`config.mk`:
```
export PLATFORM = sky130hd
export DESIGN_NAME = cpu16_top
export DESIGN_NICKNAME = d
export VERILOG_FILES = /design/src/cpu16_pkg.sv /design/src/cpu16_top.sv /design/src/writeback_stage.sv /design/src/execute_stage.sv /design/src/reg_file.sv /design/src/decode_stage.sv /design/src/fetch_stage.sv
export SDC_FILE = /design/constraint.sdc
export NUM_CORES = 1
export LEC_CHECK = 0
export BUFFER_PORTS_ARGS = -buffer_cell sky130_fd_sc_hd__buf_2
export CORE_MARGIN = 3
export CORE_UTILIZATION = 51
export CTS_CLUSTER_DIAMETER = 150
export DETAILED_ROUTE_END_ITERATION = 8
export PLACE_DENSITY = 0.66
export SLEW_MARGIN = 20
export SYNTH_ARGS = -nofsm -noshare
export SYNTH_HDL_FRONTEND = slang
export SYNTH_HIERARCHICAL = 1
export SYNTH_SLANG_ARGS = --single-unit
```
`constraint.sdc`:
```
create_clock -name CLK -period 4.6 [get_ports CLK]
set_clock_uncertainty 0.2 [all_clocks]
set_input_delay 0.46 -clock CLK [delete_from_list [all_inputs] [get_ports CLK]]
set_output_delay 0.46 -clock CLK [all_outputs]
set_load 0.05 [all_outputs]
```
`src/cpu16_pkg.sv`:
```
// Shared widths, opcodes, ALU codes and state encodings for the 16-bit pipelined core.
// Every RTL file refers to these by scoped name, cpu16_pkg::name.
`default_nettype none

package cpu16_pkg;

	localparam int WORD_W   = 16;
	localparam int REG_AW   = 4;
	localparam int IMM_HI_W = 12;
	localparam int ALU_OP_W = 3;
	localparam int NUM_REGS = 16;

	typedef logic [WORD_W-1:0]   word_t;     // Data, address and instruction word
	typedef logic [REG_AW-1:0]   reg_addr_t; // Register index
	typedef logic [IMM_HI_W-1:0] imm_hi_t;   // Upper immediate from a 1xxx prefix
	typedef logic [ALU_OP_W-1:0] alu_op_t;

	localparam word_t NOP_INSTRUCTION = '0;

	// Top nibble of the instruction, anything else behaves as a nop
	localparam logic [3:0] OPC_IMM    = 4'h1;
	localparam logic [3:0] OPC_ALU_RR = 4'h2;
	localparam logic [3:0] OPC_ALU_RI = 4'h3;
	localparam logic [3:0] OPC_MEM    = 4'h6;

	// ALU operations, taken from ins[10:8]
	localparam alu_op_t ALU_MOV = 3'd0; // Passes operand B
	localparam alu_op_t ALU_ADD = 3'd1;
	localparam alu_op_t ALU_SUB = 3'd2; // A - B
	localparam alu_op_t ALU_AND = 3'd3;
	localparam alu_op_t ALU_OR  = 3'd4;
	localparam alu_op_t ALU_XOR = 3'd5;
	localparam alu_op_t ALU_SHL = 3'd6; // Shift amount is B[3:0]
	localparam alu_op_t ALU_SHR = 3'd7; // Logical

	// Write-back bus access state
	typedef enum logic [1:0] {
		idle,
		wait_rd,
		wait_wr
	} wb_state_t;

endpackage

`default_nettype wire
```
`src/cpu16_top.sv`:
```
// Top of the 16-bit core: chains fetch, decode, execute and write-back around
// the register file, makes the common advance strobe and shares one memory bus
// between instruction fetch and data access.
`default_nettype none

module cpu16_top (
	input  wire               CLK,
	input  wire               RSTb,
	output cpu16_pkg::word_t  mem_addr,
	output cpu16_pkg::word_t  mem_wdata,
	input  cpu16_pkg::word_t  mem_rdata,
	output logic              rvalid,
	input  wire               rready,
	output logic              wvalid,
	input  wire               wready
);

	logic                 advance;
	logic                 mem_busy;
	logic                 fetch_req;
	cpu16_pkg::word_t     fetch_addr;
	cpu16_pkg::word_t     instr_f;
	logic                 valid_f;
	cpu16_pkg::reg_addr_t rd_addr_a;
	cpu16_pkg::reg_addr_t rd_addr_b;
	cpu16_pkg::word_t     rd_data_a;
	cpu16_pkg::word_t     rd_data_b;
	cpu16_pkg::word_t     instr_d;
	cpu16_pkg::word_t     operand_a;
	cpu16_pkg::word_t     operand_b;
	cpu16_pkg::word_t     imm_d;
	logic                 valid_d;
	cpu16_pkg::word_t     instr_e;
	cpu16_pkg::word_t     result_e;
	cpu16_pkg::word_t     store_data_e;
	logic                 valid_e;
	cpu16_pkg::word_t     data_addr;
	logic                 data_rvalid;
	logic                 data_wvalid;
	logic                 wr_en;
	cpu16_pkg::reg_addr_t wr_addr;
	cpu16_pkg::word_t     wr_data;

	// Every stage moves together once the fetched word is in
	assign advance = fetch_req && rready && !mem_busy;

	// Bus goes to write-back while it holds a memory instruction
	assign mem_addr = mem_busy ? data_addr : fetch_addr;
	assign rvalid   = fetch_req || data_rvalid;
	assign wvalid   = data_wvalid;

	fetch_stage i_fetch (
		.CLK(CLK), .RSTb(RSTb), .advance(advance), .bus_grant(!mem_busy),
		.fetch_req(fetch_req), .fetch_addr(fetch_addr), .mem_rdata(mem_rdata),
		.instr_f(instr_f), .valid_f(valid_f)
	);

	decode_stage i_decode (
		.CLK(CLK), .RSTb(RSTb), .advance(advance), .instr_f(instr_f), .valid_f(valid_f),
		.rd_addr_a(rd_addr_a), .rd_addr_b(rd_addr_b),
		.rd_data_a(rd_data_a), .rd_data_b(rd_data_b),
		.instr_d(instr_d), .operand_a(operand_a), .operand_b(operand_b),
		.imm_d(imm_d), .valid_d(valid_d)
	);

	reg_file i_regs (
		.CLK(CLK), .RSTb(RSTb), .rd_addr_a(rd_addr_a), .rd_addr_b(rd_addr_b),
		.rd_data_a(rd_data_a), .rd_data_b(rd_data_b),
		.wr_en(wr_en), .wr_addr(wr_addr), .wr_data(wr_data)
	);

	execute_stage i_execute (
		.CLK(CLK), .RSTb(RSTb), .advance(advance), .instr_d(instr_d),
		.operand_a(operand_a), .operand_b(operand_b), .imm_d(imm_d), .valid_d(valid_d),
		.instr_e(instr_e), .result_e(result_e), .store_data_e(store_data_e),
		.valid_e(valid_e)
	);

	writeback_stage i_writeback (
		.CLK(CLK), .RSTb(RSTb), .instr_e(instr_e), .result_e(result_e),
		.store_data_e(store_data_e), .valid_e(valid_e), .mem_busy(mem_busy),
		.data_addr(data_addr), .data_wdata(mem_wdata),
		.data_rvalid(data_rvalid), .data_wvalid(data_wvalid),
		.mem_rdata(mem_rdata), .rready(rready), .wready(wready),
		.wr_en(wr_en), .wr_addr(wr_addr), .wr_data(wr_data)
	);

endmodule

`default_nettype wire

```
`src/writeback_stage.sv`:
```
// Write-back stage: writes ALU results to the register file and runs loads and
// stores on the shared bus. mem_busy keeps the pipeline frozen while an access
// is outstanding.
`default_nettype none

module writeback_stage (
	input  wire                   CLK,
	input  wire                   RSTb,
	input  cpu16_pkg::word_t      instr_e,
	input  cpu16_pkg::word_t      result_e,
	input  cpu16_pkg::word_t      store_data_e,
	input  wire                   valid_e,
	output logic                  mem_busy,
	output cpu16_pkg::word_t      data_addr,
	output cpu16_pkg::word_t      data_wdata,
	output logic                  data_rvalid,
	output logic                  data_wvalid,
	input  cpu16_pkg::word_t      mem_rdata,
	input  wire                   rready,
	input  wire                   wready,
	output logic                  wr_en,
	output cpu16_pkg::reg_addr_t  wr_addr,
	output cpu16_pkg::word_t      wr_data
);

	cpu16_pkg::wb_state_t state;
	logic                 done;   // Access for the current instr_e is finished
	logic                 is_mem;
	logic                 is_alu;
	logic                 mem_pending;

	assign is_mem = valid_e && (instr_e[15:12] == cpu16_pkg::OPC_MEM);
	assign is_alu = valid_e && (instr_e[15:12] == cpu16_pkg::OPC_ALU_RR ||
		instr_e[15:12] == cpu16_pkg::OPC_ALU_RI);
	assign mem_pending = is_mem && !done && (state == cpu16_pkg::idle);

	assign mem_busy    = mem_pending || (state != cpu16_pkg::idle);
	assign data_addr   = result_e;
	assign data_wdata  = store_data_e;
	assign data_rvalid = (state == cpu16_pkg::wait_rd);
	assign data_wvalid = (state == cpu16_pkg::wait_wr);

	always_ff @(posedge CLK) begin
		if (!RSTb) begin
			state <= cpu16_pkg::idle;
			done  <= 1'b0;
		end else begin
			case (state)
				cpu16_pkg::idle:
					if (mem_pending)
						state <= instr_e[8] ? cpu16_pkg::wait_wr : cpu16_pkg::wait_rd;
					else if (rready)
						done <= 1'b0; // Fetch owns the bus here, so rready moves the pipe
				cpu16_pkg::wait_rd:
					if (rready) begin
						state <= cpu16_pkg::idle;
						done  <= 1'b1;
					end
				cpu16_pkg::wait_wr:
					if (wready) begin
						state <= cpu16_pkg::idle;
						done  <= 1'b1;
					end
				default: state <= cpu16_pkg::idle;
			endcase
		end
	end

	// Loads write when their data arrives, ALU results while idle
	assign wr_addr = instr_e[7:4];
	assign wr_en   = (data_rvalid && rready) || (is_alu && state == cpu16_pkg::idle);
	assign wr_data = data_rvalid ? mem_rdata : result_e;

endmodule

`default_nettype wire

```
`src/execute_stage.sv`:
```
// Execute stage: chooses operand B, runs the eight-operation ALU and registers
// the result for write-back. Memory instructions pass their address and store
// data through instead.
`default_nettype none

module execute_stage (
	input  wire               CLK,
	input  wire               RSTb,
	input  wire               advance,
	input  cpu16_pkg::word_t  instr_d,
	input  cpu16_pkg::word_t  operand_a,
	input  cpu16_pkg::word_t  operand_b,
	input  cpu16_pkg::word_t  imm_d,
	input  wire               valid_d,
	output cpu16_pkg::word_t  instr_e,
	output cpu16_pkg::word_t  result_e,
	output cpu16_pkg::word_t  store_data_e,
	output logic              valid_e
);

	logic [3:0]         opcode;
	cpu16_pkg::alu_op_t alu_op;
	cpu16_pkg::word_t   alu_b;
	cpu16_pkg::word_t   alu_out;

	assign opcode = instr_d[15:12];
	assign alu_op = instr_d[10:8]; // ins[11] is not part of the op

	// Register-immediate form swaps in the immediate
	assign alu_b = (opcode == cpu16_pkg::OPC_ALU_RI) ? imm_d : operand_b;

	always_comb begin
		case (alu_op)
			cpu16_pkg::ALU_MOV: alu_out = alu_b;
			cpu16_pkg::ALU_ADD: alu_out = operand_a + alu_b;
			cpu16_pkg::ALU_SUB: alu_out = operand_a - alu_b;
			cpu16_pkg::ALU_AND: alu_out = operand_a & alu_b;
			cpu16_pkg::ALU_OR:  alu_out = operand_a | alu_b;
			cpu16_pkg::ALU_XOR: alu_out = operand_a ^ alu_b;
			cpu16_pkg::ALU_SHL: alu_out = operand_a << alu_b[3:0];
			default:            alu_out = operand_a >> alu_b[3:0]; // ALU_SHR
		endcase
	end

	always_ff @(posedge CLK) begin
		if (!RSTb) begin
			instr_e <= cpu16_pkg::NOP_INSTRUCTION;
			valid_e <= 1'b0;
		end else if (advance) begin
			instr_e <= instr_d;
			valid_e <= valid_d;
		end
	end

	always_ff @(posedge CLK) begin
		if (advance) begin
			// For 6xxx the result is the data address
			result_e     <= (opcode == cpu16_pkg::OPC_MEM) ? imm_d : alu_out;
			store_data_e <= operand_a;
		end
	end

endmodule

`default_nettype wire

```
`src/reg_file.sv`:
```
// Sixteen 16-bit registers, one write port and two read ports.
// A read of the register being written returns the new value in the same cycle.
`default_nettype none

module reg_file (
	input  wire                   CLK,
	input  wire                   RSTb,
	input  cpu16_pkg::reg_addr_t  rd_addr_a,
	input  cpu16_pkg::reg_addr_t  rd_addr_b,
	output cpu16_pkg::word_t      rd_data_a,
	output cpu16_pkg::word_t      rd_data_b,
	input  wire                   wr_en,
	input  cpu16_pkg::reg_addr_t  wr_addr,
	input  cpu16_pkg::word_t      wr_data
);

	cpu16_pkg::word_t regs [cpu16_pkg::NUM_REGS];

	always_ff @(posedge CLK) begin
		if (!RSTb) begin
			for (int i = 0; i < cpu16_pkg::NUM_REGS; i++)
				regs[i] <= '0;
		end else if (wr_en) begin
			regs[wr_addr] <= wr_data;
		end
	end

	// Write-through bypass
	assign rd_data_a = (wr_en && wr_addr == rd_addr_a) ? wr_data : regs[rd_addr_a];
	assign rd_data_b = (wr_en && wr_addr == rd_addr_b) ? wr_data : regs[rd_addr_b];

endmodule

`default_nettype wire

```
`src/decode_stage.sv`:
```
// Decode stage: picks the register read addresses for the fetched word, keeps
// the 12-bit immediate prefix and registers instruction, operands and
// immediate for execute on each advance.
`default_nettype none

module decode_stage (
	input  wire                   CLK,
	input  wire                   RSTb,
	input  wire                   advance,
	input  cpu16_pkg::word_t      instr_f,
	input  wire                   valid_f,
	output cpu16_pkg::reg_addr_t  rd_addr_a,
	output cpu16_pkg::reg_addr_t  rd_addr_b,
	input  cpu16_pkg::word_t      rd_data_a,
	input  cpu16_pkg::word_t      rd_data_b,
	output cpu16_pkg::word_t      instr_d,
	output cpu16_pkg::word_t      operand_a,
	output cpu16_pkg::word_t      operand_b,
	output cpu16_pkg::word_t      imm_d,
	output logic                  valid_d
);

	logic [3:0]         opcode;
	cpu16_pkg::imm_hi_t imm_prefix;
	logic               is_prefix;
	logic               is_nop;

	assign opcode    = instr_f[15:12];
	assign is_prefix = (opcode == cpu16_pkg::OPC_IMM);
	assign is_nop    = (instr_f == cpu16_pkg::NOP_INSTRUCTION);

	// Register A is the destination / store source, B the second source
	always_comb begin
		rd_addr_a = '0;
		rd_addr_b = '0;
		case (opcode)
			cpu16_pkg::OPC_ALU_RR: begin
				rd_addr_a = instr_f[7:4];
				rd_addr_b = instr_f[3:0];
			end
			cpu16_pkg::OPC_ALU_RI,
			cpu16_pkg::OPC_MEM: begin
				rd_addr_a = instr_f[7:4];
			end
			default: ;
		endcase
	end

	// Prefix is loaded by 1xxx and used up by the next real instruction
	always_ff @(posedge CLK) begin
		if (!RSTb) begin
			imm_prefix <= '0;
		end else if (advance) begin
			if (is_prefix)
				imm_prefix <= instr_f[11:0];
			else if (!is_nop)
				imm_prefix <= '0;
		end
	end

	always_ff @(posedge CLK) begin
		if (!RSTb) begin
			instr_d <= cpu16_pkg::NOP_INSTRUCTION;
			valid_d <= 1'b0;
		end else if (advance) begin
			instr_d <= instr_f;
			valid_d <= valid_f;
		end
	end

	// Operands and immediate are payload only
	always_ff @(posedge CLK) begin
		if (advance) begin
			operand_a <= rd_data_a;
			operand_b <= rd_data_b;
			imm_d     <= {imm_prefix, instr_f[3:0]};
		end
	end

endmodule

`default_nettype wire

```
`src/fetch_stage.sv`:
```
// Instruction fetch: holds the PC, asks the shared bus for the word at the PC
// and captures it into the decode-side register on each pipeline advance.
`default_nettype none

module fetch_stage (
	input  wire               CLK,
	input  wire               RSTb,
	input  wire               advance,
	input  wire               bus_grant,  // Write-back is not using the bus
	output logic              fetch_req,
	output cpu16_pkg::word_t  fetch_addr,
	input  cpu16_pkg::word_t  mem_rdata,
	output cpu16_pkg::word_t  instr_f,
	output logic              valid_f
);

	cpu16_pkg::word_t pc;
	logic             running; // Low only in the cycle that leaves reset

	// Bus request follows the PC, nothing is latched for it
	assign fetch_req  = bus_grant & running;
	assign fetch_addr = pc;

	always_ff @(posedge CLK) begin
		if (!RSTb) begin
			running <= 1'b0;
		end else begin
			running <= 1'b1;
		end
	end

	always_ff @(posedge CLK) begin
		if (!RSTb) begin
			pc      <= '0;
			instr_f <= cpu16_pkg::NOP_INSTRUCTION;
			valid_f <= 1'b0;
		end else if (advance) begin
			instr_f <= mem_rdata; // Read data is valid with rready
			valid_f <= 1'b1;
			pc      <= pc + 16'd1;
		end
	end

endmodule

`default_nettype wire

```
Yosys cells after proc, flatten, opt, wreduce, memory -nomap -nowiden. Memory sizes are Yosys's and may differ from the RTL's. Cells that the tools add are included. Widths: inputs -> output; s select.

Add/subtract/negate cells: 3. $mul: 0. Divide/modulo/power cells: 0. $lt $le $gt $ge: 0. Eq/ne operators: 25. Shift operators: 2. Multiplexer cells: 29. Bitwise gates (word level): 4. Reduce and logical (&&, ||, !) cells: 26.

Operators with widths (number): $mux 16 (7); $pmux 16 s7 (1); $mux 12 (2); $eq 4x2->1 const B (5); $add 16x1->16 const B (1); $add 16x16->16 (1); $and 16x16->16 (1); $logic_not 16->1 (1); $or 16x16->16 (1); $reduce_or 16->1 (1); $shl 16x4->16 (1); $shr 16x4->16 (1); $sub 16x16->16 (1); $xor 16x16->16 (1); $eq 4x3->1 const B (3); $mux 4 (3); $logic_and 1x1->1 (10); $mux 1 (10); $eq 3x3->1 const B (3); $eq 4x4->1 (2); $mux 2 (4); $eq 3x2->1 const B (2); $ne 2x1->1 const B (3); $ne 2x2->1 const B (3); other kinds (17) (21).

Register bits after elaboration: 163. Bits in latches: 0. Memory bits (writable): 256. ROM bits: 0. Input port bits: 20. Output and inout port bits: 34. Memories kept: 1.

Memory list: i_regs.regs (depth 16, bits a word 16, read ports 2, clocked after memory_dff 0, wr ports 16, line reg_file.sv:17) `cpu16_pkg::word_t regs [cpu16_pkg::NUM_REGS];`.

Depth between registers and ports, before layout.
Word-level depth: 10. Mapped depth: 17. Depth with buffers taken out: 15.

By module. The synthesis kept the hierarchy.

Modules (own cells, without submodules): reg_file (times used 1, cells an instance 899, area an instance 14281.2 µm²); execute_stage (times used 1, cells an instance 623, area an instance 5281.3 µm²); decode_stage (times used 1, cells an instance 188, area an instance 2824.0 µm²); fetch_stage (times used 1, cells an instance 138, area an instance 1338.8 µm²); writeback_stage (times used 1, cells an instance 83, area an instance 708.2 µm²); cpu16_top (times used 1, cells an instance 21, area an instance 261.5 µm²).

Worst setup path after synthesis. OpenSTA, ideal clock, no wires.

Path kind: register to register. Start point: register i_decode.instr_d[14]. End point: register i_execute.result_e[15] (data pin). Arrival: 3600 ps. Required time: 4140 ps. Path slack: 540 ps. Cell stages (with the launch flop): 17. Buffers on the path: 1. Cell sequence: dfxtp_1 -> and4bb_1 -> buf_6 -> mux2i_2 -> inv_2 -> or4_4 -> and2_1 -> xnor2_1 -> ha_1 -> a21oi_1 -> nor2b_1 -> o21a_1 -> a211o_1 -> a41oi_1 -> o21ai_0 -> nor3_1 -> nor3_1.

Cells in the longest elaborated chain, start to end: 5. Elaborated cells between the ends (all ways): 12. Classes of those cells: 2 x add/sub; 2 x eq/ne; 2 x shift; 3 x mux; 3 x bitwise.

Ends and longest elaborated chain: from (decl) (line decode_stage.sv:16) `output cpu16_pkg::word_t instr_d,`; from (signal assigned) (line decode_stage.sv:63) `instr_d <= cpu16_pkg::NOP_INSTRUCTION;`; from (signal assigned) (line decode_stage.sv:66) `instr_d <= instr_f;`; $eq 4x2->1 (line execute_stage.sv:30) `assign alu_b = (opcode == cpu16_pkg::OPC_ALU_RI) ? imm_d : operand_b;`; $mux 16 (line execute_stage.sv:30); $sub 16x16->16, or another cell as far along (line execute_stage.sv:36) `cpu16_pkg::ALU_SUB: alu_out = operand_a - alu_b;`; $pmux 16 s7 (line execute_stage.sv:33) `case (alu_op)`; $mux 16 * (line execute_stage.sv:58) `result_e <= (opcode == cpu16_pkg::OPC_MEM) ? imm_d : alu_out;`; to (signal assigned) (line execute_stage.sv:58); to (decl) (line execute_stage.sv:16) `output cpu16_pkg::word_t result_e,`.

Every way passes the cells marked *; elsewhere a longest branch is shown, timed or not. A chain may end at the register's enable or synchronous reset.

Worst setup path after layout. Same ends and word-level chain as after synthesis.

==> impl_metrics.json <==
{
  "syn-cell-area_um2": 24300,
  "wl_met1_um": 29200,
  "nets": 2020,
  "clkSlewWorstSetupHoldPaths_ns": 0.06,
  "reg2reg_to": "i_execute/result_e[15]",
  "drc": 0,
  "die_h_um": 224,
  "rsz0062_at_grt": "no",
  "drt_iter0_drc": 1620,
  "numPortBuffers": 53,
  "avgSynthCellArea_um2": 12.7,
  "regArea_um2": 11500,
  "grt_max_degree": 66,
  "route.met3.wl_um": 4690,
  "insertion_delay_ns": 0.59,
  "multiInputGateArea_um2": 11600,
  "die_x_um": 224,
  "ir_drop_v": 0.000303,
  "hold_violations": 0,
  "grt_use_total_pct": 29.5,
  "setup_viol": 0,
  "internal-power_uw": 6440,
  "antennaDiodeCount": 0,
  "antenna_left": 0,
  "gp_congestion": 0.998,
  "antenna_found_initial": 0,
  "grt_pass1_wl_um": 109000,
  "post-route-min-period_ns": 4.37,
  "ios": 54,
  "core_um2": 46800,
  "reg2reg_slack_ns": 0.23,
  "final_area_um2": 26700,
  "p_switching_uw": 2070,
  "hold_depth": 4,
  "arrival_ns": 4.50,
  "numCtsBuffers": 45,
  "fill_cells": 3856,
  "final_util_pct": 57.0,
  "dp_hpwl_um": 51100,
  "worstHoldStart": "rready",
  "p_leak_uw": 0.00958,
  "htreeDepth": 2,
  "worst_slew_pin_slew_ns": 1.22,
  "worstPathRequired_ns": 4.73,
  "fin_crit_sh_pct": 95.0,
  "wl_per_cell_um": 28.6,
  "slew_headroom_pct": 18.5,
  "syn-num-nets": 1986,
  "grt_remaining_overflow": 0,
  "sw_frac_of_total_pct": 24.4,
  "clock-root-buffer": "clkbuf_16",
  "routed.top_layer": "met4",
  "cp_slowest_cell": "or4_4",
  "cts_tree": "built",
  "met2_length_um": 36000,
  "area_growth_pct": 9.92,
  "rows": 79,
  "grt_pass1_vias": 16700,
  "initial_utilization_pct": 51.9,
  "drtPass1Iterations": 5,
  "fmax_ghz": 0.229,
  "holdPathEnd": "i_writeback/done",
  "num_vias": 16300,
  "p_clk_share_pct": 41.6,
  "drive_above_1_share_pct": 22.5,
  "powerDensity_nw_per_um2": 319,
  "worstPathMaxFanout": 5,
  "maxSlewViolCount": 0,
  "path_cells": "and4bb_4 > mux2i_2 > inv_2 > or4_4 > and2_1 > xnor2_1 > ha_1 > a21oi_1 > nor2b_1 > o21a_1 > a211o_1 > a41oi_1 > o21ai_0 > nor3_1 > nor3_1",
  "dpl_cell_area_um2": 25100,
  "p_seq_share_pct": 49.5,
  "drt-total-wl_um": 74200,
  "viasPerCell": 6.29,
  "cp-end-kind": "flip-flop",
  "clock-sinks": 407,
  "power_frac_comb_pct": 8.9,
  "dieArea_um2": 50200,
  "hp-class": "in2reg",
  "fin_tns_setup_ns": 0,
  "start_kind": "flip-flop",
  "crit_top_cell": "nor3_1",
  "clockBufferDepth": 3,
  "critical_path_class": "reg2reg",
  "reg2reg_from": "i_decode/instr_d[14]",
  "status": "completed",
  "max_stage_delay_ns": 0.57,
  "yosys_warnings": 6,
  "reg2reg_depth": 15,
  "maxCapViolations": 0,
  "postSynthCellCount": 1916
}
==> critical path: cells and delay by family (launching register included) <==
family          cells  cell delay, ns
simple gates        6            1.56
buf+inv             1            0.06
flops               1            0.33
compound gates      5            1.21
mux                 1            0.28
fa+ha+maj           1            0.33
xor+xnor            1            0.12
==> metal layers <==
metal	track usage, %	vias up
li1	-	7218
met1	37.6	8243
met2	49.6	657
met3	3.76	172
met4	15.6	0
met5	0	-
==> worst max path at each step <==
stage / start / endpoint / slack [ns] / cells after the start
after floorplan: i_decode/instr_d[14] / i_execute/result_e[15] / 0.54 / 16
after global placement: i_decode/instr_d[14] / i_execute/result_e[15] / 0.23 / 15
after detailed placement: i_decode/instr_d[14] / i_execute/result_e[15] / 0.16 / 15
after CTS: i_decode/instr_d[12] / i_execute/result_e[15] / 0.13 / 15
after global routing: i_decode/instr_d[12] / i_execute/result_e[15] / 0.05 / 15
final: i_decode/instr_d[14] / i_execute/result_e[15] / 0.23 / 15
==> area by class of cell <==
type,instances,share of cell area [%]
Tap cell,607,2.85
Clock inverter,26,0.877
Sequential cell,407,43.2
Timing Repair Buffer,164,4.50
Clock buffer,54,4.43
Multi-Input combinational cell,1291,43.6
Inverter,41,0.577
==> flip-flops by register name, indices dropped and copies added, names as in the netlist <==
| name | cells |
|---|---|
| i_decode/imm_d | 16 |
| i_decode/imm_prefix | 12 |
| i_decode/instr_d | 11 |
| i_decode/operand_a | 16 |
| i_decode/operand_b | 16 |
| i_decode/valid_d | 1 |
| i_execute/instr_e | 9 |
| i_execute/result_e | 16 |
| i_execute/store_data_e | 16 |
| i_execute/valid_e | 1 |
| i_fetch/fetch_addr | 16 |
| i_fetch/instr_f | 16 |
| i_fetch/running | 1 |
| i_fetch/valid_f | 1 |
| i_regs/regs | 256 |
| i_writeback/done | 1 |
| i_writeback/state | 2 |
==> power groups by stage <==
stage	registers [uW]	logic, uW	clock network, uW
finish	4210	757	3540
global route	4220	804	3750
CTS	4210	751	3600
detailed placement	4290	736	0
global placement	4280	730	0
floorplan	4230	512	0
==> layout by cell type, fill, tap and decap left out, types with 28 or more instances in the layout <==
master,instances
and2_1,261
buf_2,53
buf_4,90
clkbuf_16,46
dfxtp_1,71
edfxtp_1,336
ha_1,49
inv_1,34
mux2_2,61
mux2i_1,182
mux4_2,126
nand2_1,64
nand3_1,28
nor2_1,100
nor2b_1,28
o21ai_0,28
o21ai_1,30
==> per-stage QoR <==
| step | total power, uW | setup WS (ns) | hold WS, ns | std cells |
|---|---|---|---|---|
| floorplan | 4750 | 0.540 | 0.222 | 1916 |
| global placement | 5010 | 0.225 | 0.231 | 2494 |
| detailed placement | 5020 | 0.165 | 0.238 | 2494 |
| CTS | 8560 | 0.135 | 0.0847 | 2590 |
| global route | 8770 | 0.0456 | 0.155 | 2590 |
| finish | 8510 | 0.231 | 0.105 | 2590 |
==> timing repair <==
item,4_1_cts,5_1_grt
hold endpoints to repair,16,0
resized for setup,0,2
setup buffers,0,0
hold buffers,16,0
setup endpoints to repair,0,1
Power figures use the tool's default switching activity.
